===== config.mk =====
export PLATFORM = sky130hd
export DESIGN_NAME = game_top
export DESIGN_NICKNAME = d
export VERILOG_FILES = /design/src/hdl/game_pkg.sv /design/src/hdl/link_if.sv /design/src/hdl/game_top.sv /design/src/hdl/seg_display.sv /design/src/hdl/uart_link.sv /design/src/hdl/game_core.sv
export SDC_FILE = /design/constraint.sdc
export NUM_CORES = 1
export LEC_CHECK = 0
export BUFFER_PORTS_ARGS = -buffer_cell sky130_fd_sc_hd__buf_2
export CORE_MARGIN = 10
export CORE_UTILIZATION = 42
export CTS_CLUSTER_DIAMETER = 30
export DETAILED_ROUTE_END_ITERATION = 8
export GPL_TIMING_DRIVEN = 1
export PLACE_DENSITY = 0.69
export SETUP_SLACK_MARGIN = 0.15
export SLEW_MARGIN = 10
export SYNTH_ARGS = -nofsm -noshare
export SYNTH_HDL_FRONTEND = slang
export SYNTH_SLANG_ARGS = --single-unit

===== constraint.sdc =====
create_clock -name clk -period 4.4 [get_ports clk]
set_input_delay 0 -clock clk [delete_from_list [all_inputs] [get_ports clk]]
set_output_delay 0 -clock clk [all_outputs]
set_load 0.02 [all_outputs]

===== src/hdl/game_pkg.sv =====
package game_pkg;

    // game states, value shown on display digit 2
    typedef enum logic [2:0] {
        ST_MENU = 3'd0,
        ST_WAIT = 3'd1,
        ST_PLAY = 3'd2,
        ST_WON  = 3'd3,
        ST_LOST = 3'd4
    } game_state_e;

    // one-byte messages exchanged with the peer board
    typedef enum logic [7:0] {
        OP_READY = 8'ha5,
        OP_SHOT  = 8'h5a,
        OP_LOST  = 8'hc3
    } link_op_e;

    localparam int BAUD_DIV     = 16;
    localparam int BAUD_W       = $clog2(BAUD_DIV);
    localparam int HULL_CELLS   = 5;
    localparam int DIGIT_PERIOD = 8;
    localparam int DIGIT_W      = $clog2(DIGIT_PERIOD);

    // active low, bit 7 is the decimal point, bits 6..0 are g..a
    function automatic logic [7:0] seg_code(input logic [3:0] value);
        logic [7:0] pattern;
        case (value)
            4'h0: pattern = 8'hc0;
            4'h1: pattern = 8'hf9;
            4'h2: pattern = 8'ha4;
            4'h3: pattern = 8'hb0;
            4'h4: pattern = 8'h99;
            4'h5: pattern = 8'h92;
            4'h6: pattern = 8'h82;
            4'h7: pattern = 8'hf8;
            4'h8: pattern = 8'h80;
            4'h9: pattern = 8'h90;
            4'ha: pattern = 8'h88;
            4'hb: pattern = 8'h83;
            4'hc: pattern = 8'hc6;
            4'hd: pattern = 8'ha1;
            4'he: pattern = 8'h86;
            default: pattern = 8'h8e;
        endcase
        return pattern;
    endfunction

endpackage

===== src/hdl/link_if.sv =====
`timescale 1ns/100ps

interface link_if;

    // core to link, each a single-cycle request to send
    logic ready_send;
    logic shot_send;
    logic lost_send;

    // link to core, one pulse per decoded peer message
    logic peer_ready;
    logic peer_shot;
    logic peer_lost;

    modport core (
        output ready_send,
        output shot_send,
        output lost_send,
        input  peer_ready,
        input  peer_shot,
        input  peer_lost
    );

    modport link (
        input  ready_send,
        input  shot_send,
        input  lost_send,
        output peer_ready,
        output peer_shot,
        output peer_lost
    );

endinterface


===== src/hdl/game_top.sv =====
`timescale 1ns/100ps

module game_top import game_pkg::*; (
    input  logic        clk,
    input  logic        rst_n,
    input  logic        game_button,
    input  logic        menu_button,
    input  logic        victory_button,
    input  logic        game_over,
    input  logic        fire,
    input  logic        rx,
    output logic        tx,
    output logic [3:0]  an,
    output logic [7:0]  seg,
    output game_state_e state
);

    // core counters for the display
    logic [2:0] hits_taken;
    logic [3:0] shots_fired;

    link_if lnk ();

    game_core u_core (
        .clk            (clk),
        .rst_n          (rst_n),
        .game_button    (game_button),
        .menu_button    (menu_button),
        .victory_button (victory_button),
        .game_over      (game_over),
        .fire           (fire),
        .lnk            (lnk.core),
        .state          (state),
        .hits_taken     (hits_taken),
        .shots_fired    (shots_fired)
    );

    uart_link u_link (
        .clk   (clk),
        .rst_n (rst_n),
        .rx    (rx),
        .tx    (tx),
        .lnk   (lnk.link)
    );

    seg_display u_disp (
        .clk         (clk),
        .rst_n       (rst_n),
        .state       (state),
        .hits_taken  (hits_taken),
        .shots_fired (shots_fired),
        .an          (an),
        .seg         (seg)
    );

endmodule


===== src/hdl/seg_display.sv =====
`timescale 1ns/100ps

module seg_display import game_pkg::*; (
    input  logic         clk,
    input  logic         rst_n,
    input  game_state_e  state,
    input  logic [2:0]   hits_taken,
    input  logic [3:0]   shots_fired,
    output logic [3:0]   an,
    output logic [7:0]   seg
);

    logic [DIGIT_W-1:0] div_cnt;
    logic [1:0]         sel;
    logic [3:0]         digit_val;

    // dwell counter and digit index
    always_ff @(posedge clk) begin
        if (!rst_n) begin
            div_cnt <= '0;
            sel     <= '0;
        end else if (div_cnt == DIGIT_W'(DIGIT_PERIOD - 1)) begin
            div_cnt <= '0;
            sel     <= sel + 2'd1;
        end else begin
            div_cnt <= div_cnt + DIGIT_W'(1);
        end
    end

    always_comb begin
        case (sel)
            2'd0: digit_val = {1'b0, hits_taken};
            2'd1: digit_val = shots_fired;
            2'd2: digit_val = {1'b0, state};
            // cells still afloat
            default: digit_val = 4'(HULL_CELLS) - {1'b0, hits_taken};
        endcase
    end

    // active low select, one digit at a time
    assign an  = ~(4'b0001 << sel);
    assign seg = seg_code(digit_val);

endmodule


===== src/hdl/uart_link.sv =====
`timescale 1ns/100ps

module uart_link import game_pkg::*; (
    input  logic clk,
    input  logic rst_n,
    input  logic rx,
    output logic tx,
    link_if.link lnk
);

    // pending flags, index 2 lost, 1 shot, 0 ready
    logic [2:0]        pend;
    logic [2:0]        take;
    link_op_e          op_sel;
    logic              tx_busy;
    logic [8:0]        tx_data;
    logic [3:0]        tx_bits;
    logic [BAUD_W-1:0] tx_baud;

    logic              rx_s1;
    logic              rx_s2;
    logic              rx_busy;
    logic [7:0]        rx_data;
    logic [3:0]        rx_bits;
    logic [BAUD_W-1:0] rx_baud;
    logic              rx_tick;

    // highest priority pending message
    always_comb begin
        take   = 3'b000;
        op_sel = OP_READY;
        if (pend[2]) begin
            take   = 3'b100;
            op_sel = OP_LOST;
        end else if (pend[1]) begin
            take   = 3'b010;
            op_sel = OP_SHOT;
        end else if (pend[0]) begin
            take = 3'b001;
        end
    end

    always_ff @(posedge clk) begin
        if (!rst_n) begin
            pend    <= '0;
            tx_busy <= 1'b0;
            tx      <= 1'b1;
            tx_bits <= '0;
            tx_baud <= '0;
        end else begin
            // a new request always survives, repeats just merge
            pend <= (pend & ~(tx_busy ? 3'b000 : take))
                  | {lnk.lost_send, lnk.shot_send, lnk.ready_send};
            if (!tx_busy) begin
                if (|pend) begin
                    tx_busy <= 1'b1;
                    tx      <= 1'b0;
                    tx_data <= {1'b1, op_sel};
                    tx_bits <= '0;
                    tx_baud <= '0;
                end
            end else if (tx_baud == BAUD_W'(BAUD_DIV - 1)) begin
                tx_baud <= '0;
                if (tx_bits == 4'd9) begin
                    tx_busy <= 1'b0;
                end else begin
                    tx      <= tx_data[0];
                    tx_data <= {1'b1, tx_data[8:1]};
                    tx_bits <= tx_bits + 4'd1;
                end
            end else begin
                tx_baud <= tx_baud + BAUD_W'(1);
            end
        end
    end

    assign rx_tick = rx_busy && (rx_baud == BAUD_W'(BAUD_DIV - 1));

    // receiver, samples mid bit off the synchronized line
    always_ff @(posedge clk) begin
        if (!rst_n) begin
            rx_s1          <= 1'b1;
            rx_s2          <= 1'b1;
            rx_busy        <= 1'b0;
            rx_bits        <= '0;
            rx_baud        <= '0;
            lnk.peer_ready <= 1'b0;
            lnk.peer_shot  <= 1'b0;
            lnk.peer_lost  <= 1'b0;
        end else begin
            rx_s1          <= rx;
            rx_s2          <= rx_s1;
            lnk.peer_ready <= 1'b0;
            lnk.peer_shot  <= 1'b0;
            lnk.peer_lost  <= 1'b0;
            if (!rx_busy) begin
                if (!rx_s2) begin
                    rx_busy <= 1'b1;
                    rx_bits <= '0;
                    rx_baud <= BAUD_W'(BAUD_DIV / 2);
                end
            end else if (rx_tick) begin
                rx_baud <= '0;
                rx_bits <= rx_bits + 4'd1;
                if (rx_bits == 4'd0) begin
                    // glitch, not a real start bit
                    if (rx_s2) begin
                        rx_busy <= 1'b0;
                    end
                end else if (rx_bits == 4'd9) begin
                    rx_busy <= 1'b0;
                    if (rx_s2) begin
                        lnk.peer_ready <= (rx_data == OP_READY);
                        lnk.peer_shot  <= (rx_data == OP_SHOT);
                        lnk.peer_lost  <= (rx_data == OP_LOST);
                    end
                end else begin
                    rx_data <= {rx_s2, rx_data[7:1]};
                end
            end else begin
                rx_baud <= rx_baud + BAUD_W'(1);
            end
        end
    end

endmodule


===== src/hdl/game_core.sv =====
`timescale 1ns/100ps

module game_core import game_pkg::*; (
    input  logic        clk,
    input  logic        rst_n,
    input  logic        game_button,
    input  logic        menu_button,
    input  logic        victory_button,
    input  logic        game_over,
    input  logic        fire,
    link_if.core        lnk,
    output game_state_e state,
    output logic [2:0]  hits_taken,
    output logic [3:0]  shots_fired
);

    game_state_e state_d;
    logic [2:0]  hits_d;
    logic [3:0]  shots_d;
    logic        ready_d;
    logic        shot_d;
    logic        lost_d;
    logic        peer_rdy_q;
    logic        rdy_seen;
    logic        in_round;
    logic        in_round_d;

    // peer may have announced itself before our own game_button
    assign rdy_seen   = peer_rdy_q | lnk.peer_ready;
    assign in_round   = (state == ST_WAIT) || (state == ST_PLAY);
    assign in_round_d = (state_d == ST_WAIT) || (state_d == ST_PLAY);

    always_comb begin
        state_d = state;
        hits_d  = hits_taken;
        shots_d = shots_fired;
        ready_d = 1'b0;
        shot_d  = 1'b0;
        lost_d  = 1'b0;
        if (menu_button) begin
            state_d = ST_MENU;
            hits_d  = '0;
            shots_d = '0;
        end else if (game_over) begin
            state_d = ST_LOST;
            // tell the peer only once
            lost_d  = (state != ST_LOST);
        end else if (victory_button) begin
            state_d = ST_WON;
        end else begin
            case (state)
                ST_MENU: begin
                    if (game_button) begin
                        ready_d = 1'b1;
                        state_d = rdy_seen ? ST_PLAY : ST_WAIT;
                    end
                end
                ST_WAIT: begin
                    if (lnk.peer_ready) begin
                        state_d = ST_PLAY;
                    end
                end
                ST_PLAY: begin
                    if (fire) begin
                        shot_d  = 1'b1;
                        shots_d = shots_fired + 4'd1;
                    end
                    if (lnk.peer_lost) begin
                        state_d = ST_WON;
                    end else if (lnk.peer_shot) begin
                        hits_d = hits_taken + 3'd1;
                        // last hull cell gone
                        if (hits_taken == 3'(HULL_CELLS - 1)) begin
                            state_d = ST_LOST;
                            lost_d  = 1'b1;
                        end
                    end
                end
                default: begin
                    state_d = state;
                end
            endcase
        end
    end

    always_ff @(posedge clk) begin
        if (!rst_n) begin
            state          <= ST_MENU;
            hits_taken     <= '0;
            shots_fired    <= '0;
            peer_rdy_q     <= 1'b0;
            lnk.ready_send <= 1'b0;
            lnk.shot_send  <= 1'b0;
            lnk.lost_send  <= 1'b0;
        end else begin
            state          <= state_d;
            hits_taken     <= hits_d;
            shots_fired    <= shots_d;
            lnk.ready_send <= ready_d;
            lnk.shot_send  <= shot_d;
            lnk.lost_send  <= lost_d;
            if (in_round && !in_round_d) begin
                peer_rdy_q <= 1'b0;
            end else if (lnk.peer_ready) begin
                peer_rdy_q <= 1'b1;
            end
        end
    end

endmodule


Word-level counts from Yosys, hierarchy flattened
Memory sizes are Yosys's and may differ from the RTL's.
Cells that the tools add are included.
{ "word_totals": {"ff_bits": 63, "mem_bits_ro": 112, "inputBits": 8, "output_inout_bits": 16, "n_memories": 1} }
{ "memory_table": {"columns": ["name", "words", "width", "rd", "rd_clocked_by_memory_dff", "write_ports", "line", "text"], "rows": [
  ["(no name shown)", 16, 7, 1, 0, 0, "game_pkg.sv:28", "case (value)"]
]} }
{ "op_classes": {"addsub": 9, "n_eq_ne": 20, "n_shift": 1, "n_mux": 54, "bitwise_logic": 16, "n_reduce_logical": 22} }
{ "op_table": {"columns": ["cell", "count"], "rows": [
  ["two-way mux 4 bit", 12],
  ["two-way mux 9 bit", 4],
  ["two-way mux 3 bit", 11],
  ["two-way mux 1 bit", 22],
  ["adder 4 x 1 -> 4 bit (second input constant)", 5],
  ["== test 4 bit (second input constant)", 4],
  ["== test 8 bit (second input constant)", 2],
  ["two-way mux 8 bit", 2],
  ["case mux 4 bit (3 select lines)", 1],
  ["inverter 1 bit", 11],
  ["AND reduction 5 bit", 2],
  ["OR reduction 5 bit", 2],
  ["case mux 3 bit (3 select lines)", 1],
  ["== test 8 x 7 -> 1 bit (second input constant)", 1],
  ["inequality test 2 bit (second input constant)", 4],
  ["AND reduction 4 bit", 2],
  ["adder 3 x 1 -> 3 bit (second input constant)", 2],
  ["== test 3 x 1 -> 1 bit (second input constant)", 2],
  ["== test 3 x 2 -> 1 bit (second input constant)", 2],
  ["== test 3 bit (second input constant)", 2],
  ["OR reduction 2 bit", 3],
  ["OR reduction 6 bit", 1],
  ["logical NOT 4 bit", 1],
  ["inverter 4 bit", 1],
  ["20 further kinds", 22]
]} }

Logic depth before layout (Yosys ltp)
{ "depth": {"depth_word": 13, "ltp_mapped": 8} }

Cells and area by module
A second synthesis with hierarchy kept.
{ "unflattened": {"hier_cells": 322, "area_unflattened_um2": 3164.3} }
{ "by_module_without_submodules": {"columns": ["mod", "instances", "cells_per_inst", "area_per_inst_um2", "seq_area_each_um2"], "rows": [
  ["uart_link", 1, 173, 1810.5, 1021.0],
  ["game_core", 1, 80, 711.9, 280.3],
  ["seg_display", 1, 69, 641.9, 100.1]
]} }

Least setup slack after synthesis
No wires, ideal clock.
{ "synth_path": {"path_kind": "flip-flop to output port", "startpoint": "register u_disp.sel[0]", "endpoint": "output port seg[1]", "arrival_ns": 2.173, "t_required_ns": 4.400, "slack_ns": 2.227, "stages_incl_launch_ff": 9, "path_buffers": 0, "cell_sequence": "dfxtp_1 inv_1 ha_1 a222oi_1 mux2i_1 inv_1 ha_1 mux2_2 o32ai_1"} }
{ "synth_via": {"elab_chain_cells": 3} }
{ "synth_lines": {"columns": ["element", "line", "text"], "rows": [
  ["start: declaration", "seg_display.sv:14", "logic [1:0] sel;"],
  ["start signal: assignment", "seg_display.sv:24", "sel <= sel + 2'd1;"],
  ["== test 2 bit, or another cell as far along", "seg_display.sv:31", "case (sel)"],
  ["case mux 4 bit (3 select lines) *", "seg_display.sv:31", null],
  ["memory read (16 x 7 bit) *", null, null],
  ["end: declaration", "game_top.sv:14", "output logic [7:0] seg,"]
]} }
Mark *: on every way between the ends. The rest lies on a longest branch, timed or not.

Final worst setup path
{ "layout_path": {"startpoint": "register u_disp.sel[0]", "endpoint": "output port seg[3]"} }
Same word-level chain as after synthesis.

==> tab_implementation.tex <==
\begin{tabular}{lr}
\hline
Metric & Value \\
\hline
\multicolumn{2}{l}{\textbf{Outcome}} \\
\quad Run status & complete, no violations \\
\multicolumn{2}{l}{\textbf{Timing}} \\
\quad Post-Route Hold Slack & 0.0908 ns \\
\quad Skew final & approximately 0.0025 ns \\
\quad Crit share post-route & 65.9\% \\
\quad Tightest slew margin relative to the limit & 30.7\% \\
\quad Setup slack after layout & 1.50 ns \\
\quad Setup-failing EPs final & 0 \\
\quad Total count of hold-check failures in the final report & 0 \\
\quad Total Negative Setup Slacks & 0 ns \\
\quad Final min period & a little under 3 ns \\
\quad Unrepaired setup endpoints after global routing & false \\
\quad Maximum clock frequency & 0.345 GHz \\
\quad Worst Tran Pin Value & 1.04 ns \\
\quad Total count of max-transition violations in the final report & 0 \\
\multicolumn{2}{l}{\textbf{Synthesis}} \\
\quad Cells after synthesis & between 300 and 400 \\
\quad Share of the synthesized area in compound gates (AO/OA/AOI/OAI) & between 10\% and 20\% \\
\quad Warning count from the yosys run & 0 \\
\quad Post-synthesis simple-gate area fraction & between 10\% and 20\% \\
\quad Share of synthesized cell area in full adder, half adder and majority cells & 9.74\% \\
\quad Cell type contributing the most total cell area after synthesis & sky130\_fd\_sc\_hd\_\_dfxtp\_1 \\
\quad Cells taking the most area after synthesis & sky130\_fd\_sc\_hd\_\_dfxtp\_1 30\%, sky130\_fd\_sc\_hd\_\_edfxtp\_1 16\%, sky130\_fd\_sc\_hd\_\_ha\_1 9.7\% \\
\quad Flop and latch count out of synthesis & a little over 60 \\
\quad Post-Syn Area & about 3100 um\^{}2 \\
\quad Ys async rst share & 0\% \\
\quad Ys flop type & sky130\_fd\_sc\_hd\_\_dfxtp\_1 \\
\quad Most repeated cell in the gate-level netlist after synthesis & sky130\_fd\_sc\_hd\_\_dfxtp\_1 \\
\quad Xor and xnor fraction of the mapped netlist area & 3.69\% \\
\quad Library cells used by synthesis & 52 \\
\quad Portion of netlist area occupied by mux cells & 4.38\% \\
\quad Combinational family with the most area after synthesis & simple AND/OR/NAND/NOR gates \\
\quad Area share of the leading cell type in the synthesized netlist & 29.9\% \\
\quad Count of flip-flops with a built-in enable after synthesis & 16 \\
\quad Sequential area share after synthesis & 45.5\% \\
\quad Post-synthesis average cell area & 9.54 um\^{}2 \\
\quad Top cells by instance count after synthesis & 46 x sky130\_fd\_sc\_hd\_\_dfxtp\_1, 37 x sky130\_fd\_sc\_hd\_\_nor2\_1, 30 x sky130\_fd\_sc\_hd\_\_nand2\_1, 24 x sky130\_fd\_sc\_hd\_\_ha\_1, 24 x sky130\_fd\_sc\_hd\_\_inv\_1 \\
\quad Number of nets produced by synthesis & 355 \\
\multicolumn{2}{l}{\textbf{Hold path}} \\
\quad Launch instance of the worst min-delay path & fire \\
\quad Worst Hold End & u\_core.lnk.shot\_send \\
\quad Worst hold path cell count & 3 \\
\quad Kind of path behind the tightest hold check & in -> reg \\
\multicolumn{2}{l}{\textbf{Floorplan}} \\
\quad Core footprint & 7180 um\^{}2 \\
\quad Area of the die & 11200 um\^{}2 \\
\quad Number of rows in the core area & 31 \\
\quad X dimension of the die & roughly 110 um \\
\quad Number of placed I/O pins & 24 \\
\quad Starting density of the core & around 43\% \\
\quad Height of the die & 106 um \\
\multicolumn{2}{l}{\textbf{Drt}} \\
\quad Count of TritonRoute iterations in the first routing pass & 4 \\
\quad Via count normalized by instance count & between 5 and 6 \\
\quad Detailed-route DRC error count & 0 \\
\quad Routed wire per std cell & 12.5 um \\
\quad Detail Route Antenna Nets & 0 \\
\quad Detailed-route wire length & around 5700 um \\
\quad Total via count after detailed routing & around 2300 \\
\quad Number of DRC markers in iteration 0 & 148 \\
\multicolumn{2}{l}{\textbf{Clock network}} \\
\quad CTS tree & done \\
\quad Total CTS buffers & 9 \\
\quad Clock latency reported for the late side of the worst-skew pair & 0.34 ns \\
\quad Clock tree root buffer cell & sky130\_fd\_sc\_hd\_\_clkbuf\_8 \\
\quad CTS clock-pin slew for the worst setup and hold paths & about 0.070 ns \\
\quad Number of buffers on the longest clock path & 2 \\
\quad Count of H-tree levels built during CTS & 3 \\
\quad Sinks on Clock Net & 62 \\
\quad Post-CTS resize count & 0 \\
\multicolumn{2}{l}{\textbf{Worst setup path}} \\
\quad Reg2reg setup slack & $\sim$2.2 ns \\
\quad Slowest cell on the critical path & sky130\_fd\_sc\_hd\_\_o21ai\_0 \\
\quad Cells traversed along the worst timing path & ha\_1, a22oi\_1, o21ai\_0, inv\_1, ha\_1, mux4\_2, buf\_2 \\
\quad Worst flop-to-flop path startpoint & u\_link.tx\_busy \\
\quad Worst reg-to-reg path cell count & 3 \\
\quad Kind of critical path & reg -> out \\
\quad Slowest Stage Delay on Critical Path & approximately 0.53 ns \\
\quad Arrival time at the worst endpoint & 2.90 ns \\
\quad Nature of the critical path endpoint & output pin \\
\quad Data required, critical path & 4.40 ns \\
\quad Element type at the critical path start & flop \\
\quad Dominant cell type by count on the critical path & sky130\_fd\_sc\_hd\_\_ha\_1 \\
\quad Crit-path max FO & 5 \\
\quad Endpoint of the worst register-to-register path & u\_link.tx\_data[1] \\
\multicolumn{2}{l}{\textbf{Place}} \\
\quad Half-perimeter wire length after placement & 4110 um \\
\quad Routability Congestion & 0.805 \\
\quad Area of placed instances & between 3000 and 4000 um\^{}2 \\
\quad Input/output buffers & 22 \\
\quad Pre-CTS worst setup slack & 1.90 ns \\
\multicolumn{2}{l}{\textbf{Cells and area}} \\
\quad Footprint of the multi-input gates & 1520 um\^{}2 \\
\quad Final standard cell area without fillers & 3540 um\^{}2 \\
\quad Relative area change from synthesis to final layout & 15.0\% \\
\quad Filler cell count in the final layout & 684 \\
\quad Count of antenna diodes in the layout & 0 \\
\quad Fraction of layout instances using a drive strength above 1 & 13.8\% \\
\quad Storage element area & 1400 um\^{}2 \\
\quad Number of nets in the finished design & 383 \\
\multicolumn{2}{l}{\textbf{GRT}} \\
\quad GR Overflow Total & 0 \\
\quad Largest net degree at the start of global routing & 23 \\
\quad Total global routing track utilization & 10.9\% \\
\quad Number of global-route vias before repair & 2252 \\
\quad Antenna violations before repair & 0 \\
\quad Wire length of the first global-routing pass & roughly 10000 um \\
\multicolumn{2}{l}{\textbf{Power}} \\
\quad Power per unit of standard cell area & between 300 and 400 nW/um\^{}2 \\
\quad Peak VDD IR & roughly 0.22 mV \\
\quad Leakage dissipation & 1.39 nW \\
\multicolumn{2}{l}{\textbf{Run}} \\
\quad Count of maximum capacitance violations & 0 \\
\hline
\end{tabular}
registers in the layout (all words and copies together) (netlist names), 2 cells and up:
| signal | count |
|---|---|
| u_core.shots_fired | 4 |
| u_link.rx_bits | 4 |
| u_disp.div_cnt | 3 |
| u_link.pend | 3 |
| u_link.tx_data | 8 |
| u_core.hits_taken | 3 |
| u_link.rx_data | 8 |
| u_core.state | 3 |
| u_link.tx_baud | 4 |
| u_disp.sel | 2 |
| u_link.rx_baud | 4 |
| u_link.tx_bits | 4 |
cells in the final DEF (no fill, tap or decap), types with 4 or more instances in the layout:
master | netlist | layout
sky130_fd_sc_hd__nor2b_1 | 4 | 4
sky130_fd_sc_hd__nand2_1 | 30 | 30
sky130_fd_sc_hd__ha_1 | 24 | 24
sky130_fd_sc_hd__a21oi_1 | 22 | 22
sky130_fd_sc_hd__nor3_1 | 6 | 6
sky130_fd_sc_hd__mux2i_1 | 9 | 9
sky130_fd_sc_hd__nand3_1 | 6 | 6
sky130_fd_sc_hd__o22ai_1 | 4 | 4
sky130_fd_sc_hd__xor2_1 | 6 | 6
sky130_fd_sc_hd__nor2_1 | 37 | 37
sky130_fd_sc_hd__o21ai_0 | 12 | 12
sky130_fd_sc_hd__xnor2_1 | 7 | 7
sky130_fd_sc_hd__dfxtp_1 | 46 | 46
sky130_fd_sc_hd__dlygate4sd3_1 | 0 | 7
sky130_fd_sc_hd__buf_2 | 2 | 22
sky130_fd_sc_hd__nand4_1 | 6 | 6
sky130_fd_sc_hd__nand2b_1 | 5 | 5
sky130_fd_sc_hd__edfxtp_1 | 16 | 16
sky130_fd_sc_hd__clkbuf_8 | 1 | 11
sky130_fd_sc_hd__inv_1 | 24 | 24
final cells by class:
type	instances	share of cell area, %
clock buffer	12	4.98
clock inverter	4	1.45
inverter	24	2.54
multi-input combinational	225	42.9
sequential	62	39.5
tap	99	3.49
timing repair buffer	29	5.08
routing by layer:
| layer | track usage [%] | wire length, um |
|---|---|---|
| met3 | 4.14 | 254 |
| met1 | 12.1 | 2610 |
| met2 | 18.2 | 2730 |
| met4 | 4.84 | 109 |
| met5 | 0 | 0 |
report_power, final:
part / leakage, nW / switching (W) / internal [W]
combinational: 0.761 / 0.0000324 / 0.0000259
sequential: 0.513 / 0.0000133 / 0.000595
clock: 0.114 / 0.000220 / 0.000327
worst max-delay path by stage:
| stage | startpoint | endpoint | slack, ns | cells after the start |
|---|---|---|---|---|
| floorplan | u_disp.sel[0] | seg[1] | 2.23 | 8 |
| global placement | u_disp.sel[0] | seg[3] | 2.08 | 7 |
| detailed placement | u_disp.sel[0] | seg[3] | 1.90 | 7 |
| CTS | u_disp.sel[0] | seg[3] | 1.52 | 7 |
| global route | u_disp.sel[0] | seg[3] | 1.35 | 7 |
| finish | u_disp.sel[0] | seg[3] | 1.50 | 7 |
timing repair:
action	in CTS	in global routing
endpoints found under the hold margin	9	0
buffers inserted	0	0
hold buffers	7	0
stage by stage:
stage	utilization, %	std cells	power (W)
6_report	49.4	455	0.00121
5_1_grt	49.4	455	0.00126
4_1_cts	49.4	455	0.00123
3_5_place_dp	45.2	432	0.000676
3_3_place_gp	45.2	432	0.000674
2_1_floorplan	-	323	0.000661
worst max-delay path: cells and delay by family, from the launching register on:
| family | cells | cell delay [ns] |
|---|---|---|
| AO/OA/AOI/OAI | 2 | 0.64 |
| adder cells (fa/ha/maj) | 2 | 0.62 |
| multiplexers | 1 | 0.49 |
| flip-flops | 1 | 0.43 |
| buffers and inverters | 2 | 0.38 |
kinds of logic after synthesis:
| logic type | after synthesis |
|---|---|
| AND/OR/NAND/NOR | 117 |
| flip-flops | 62 |
| AO/OA/AOI/OAI | 58 |
| buffers and inverters | 36 |
| adder cells (fa/ha/maj) | 24 |
| XOR/XNOR | 13 |
| multiplexers | 12 |
| other | 1 |
No activity file was read; power rests on OpenSTA's default activity.
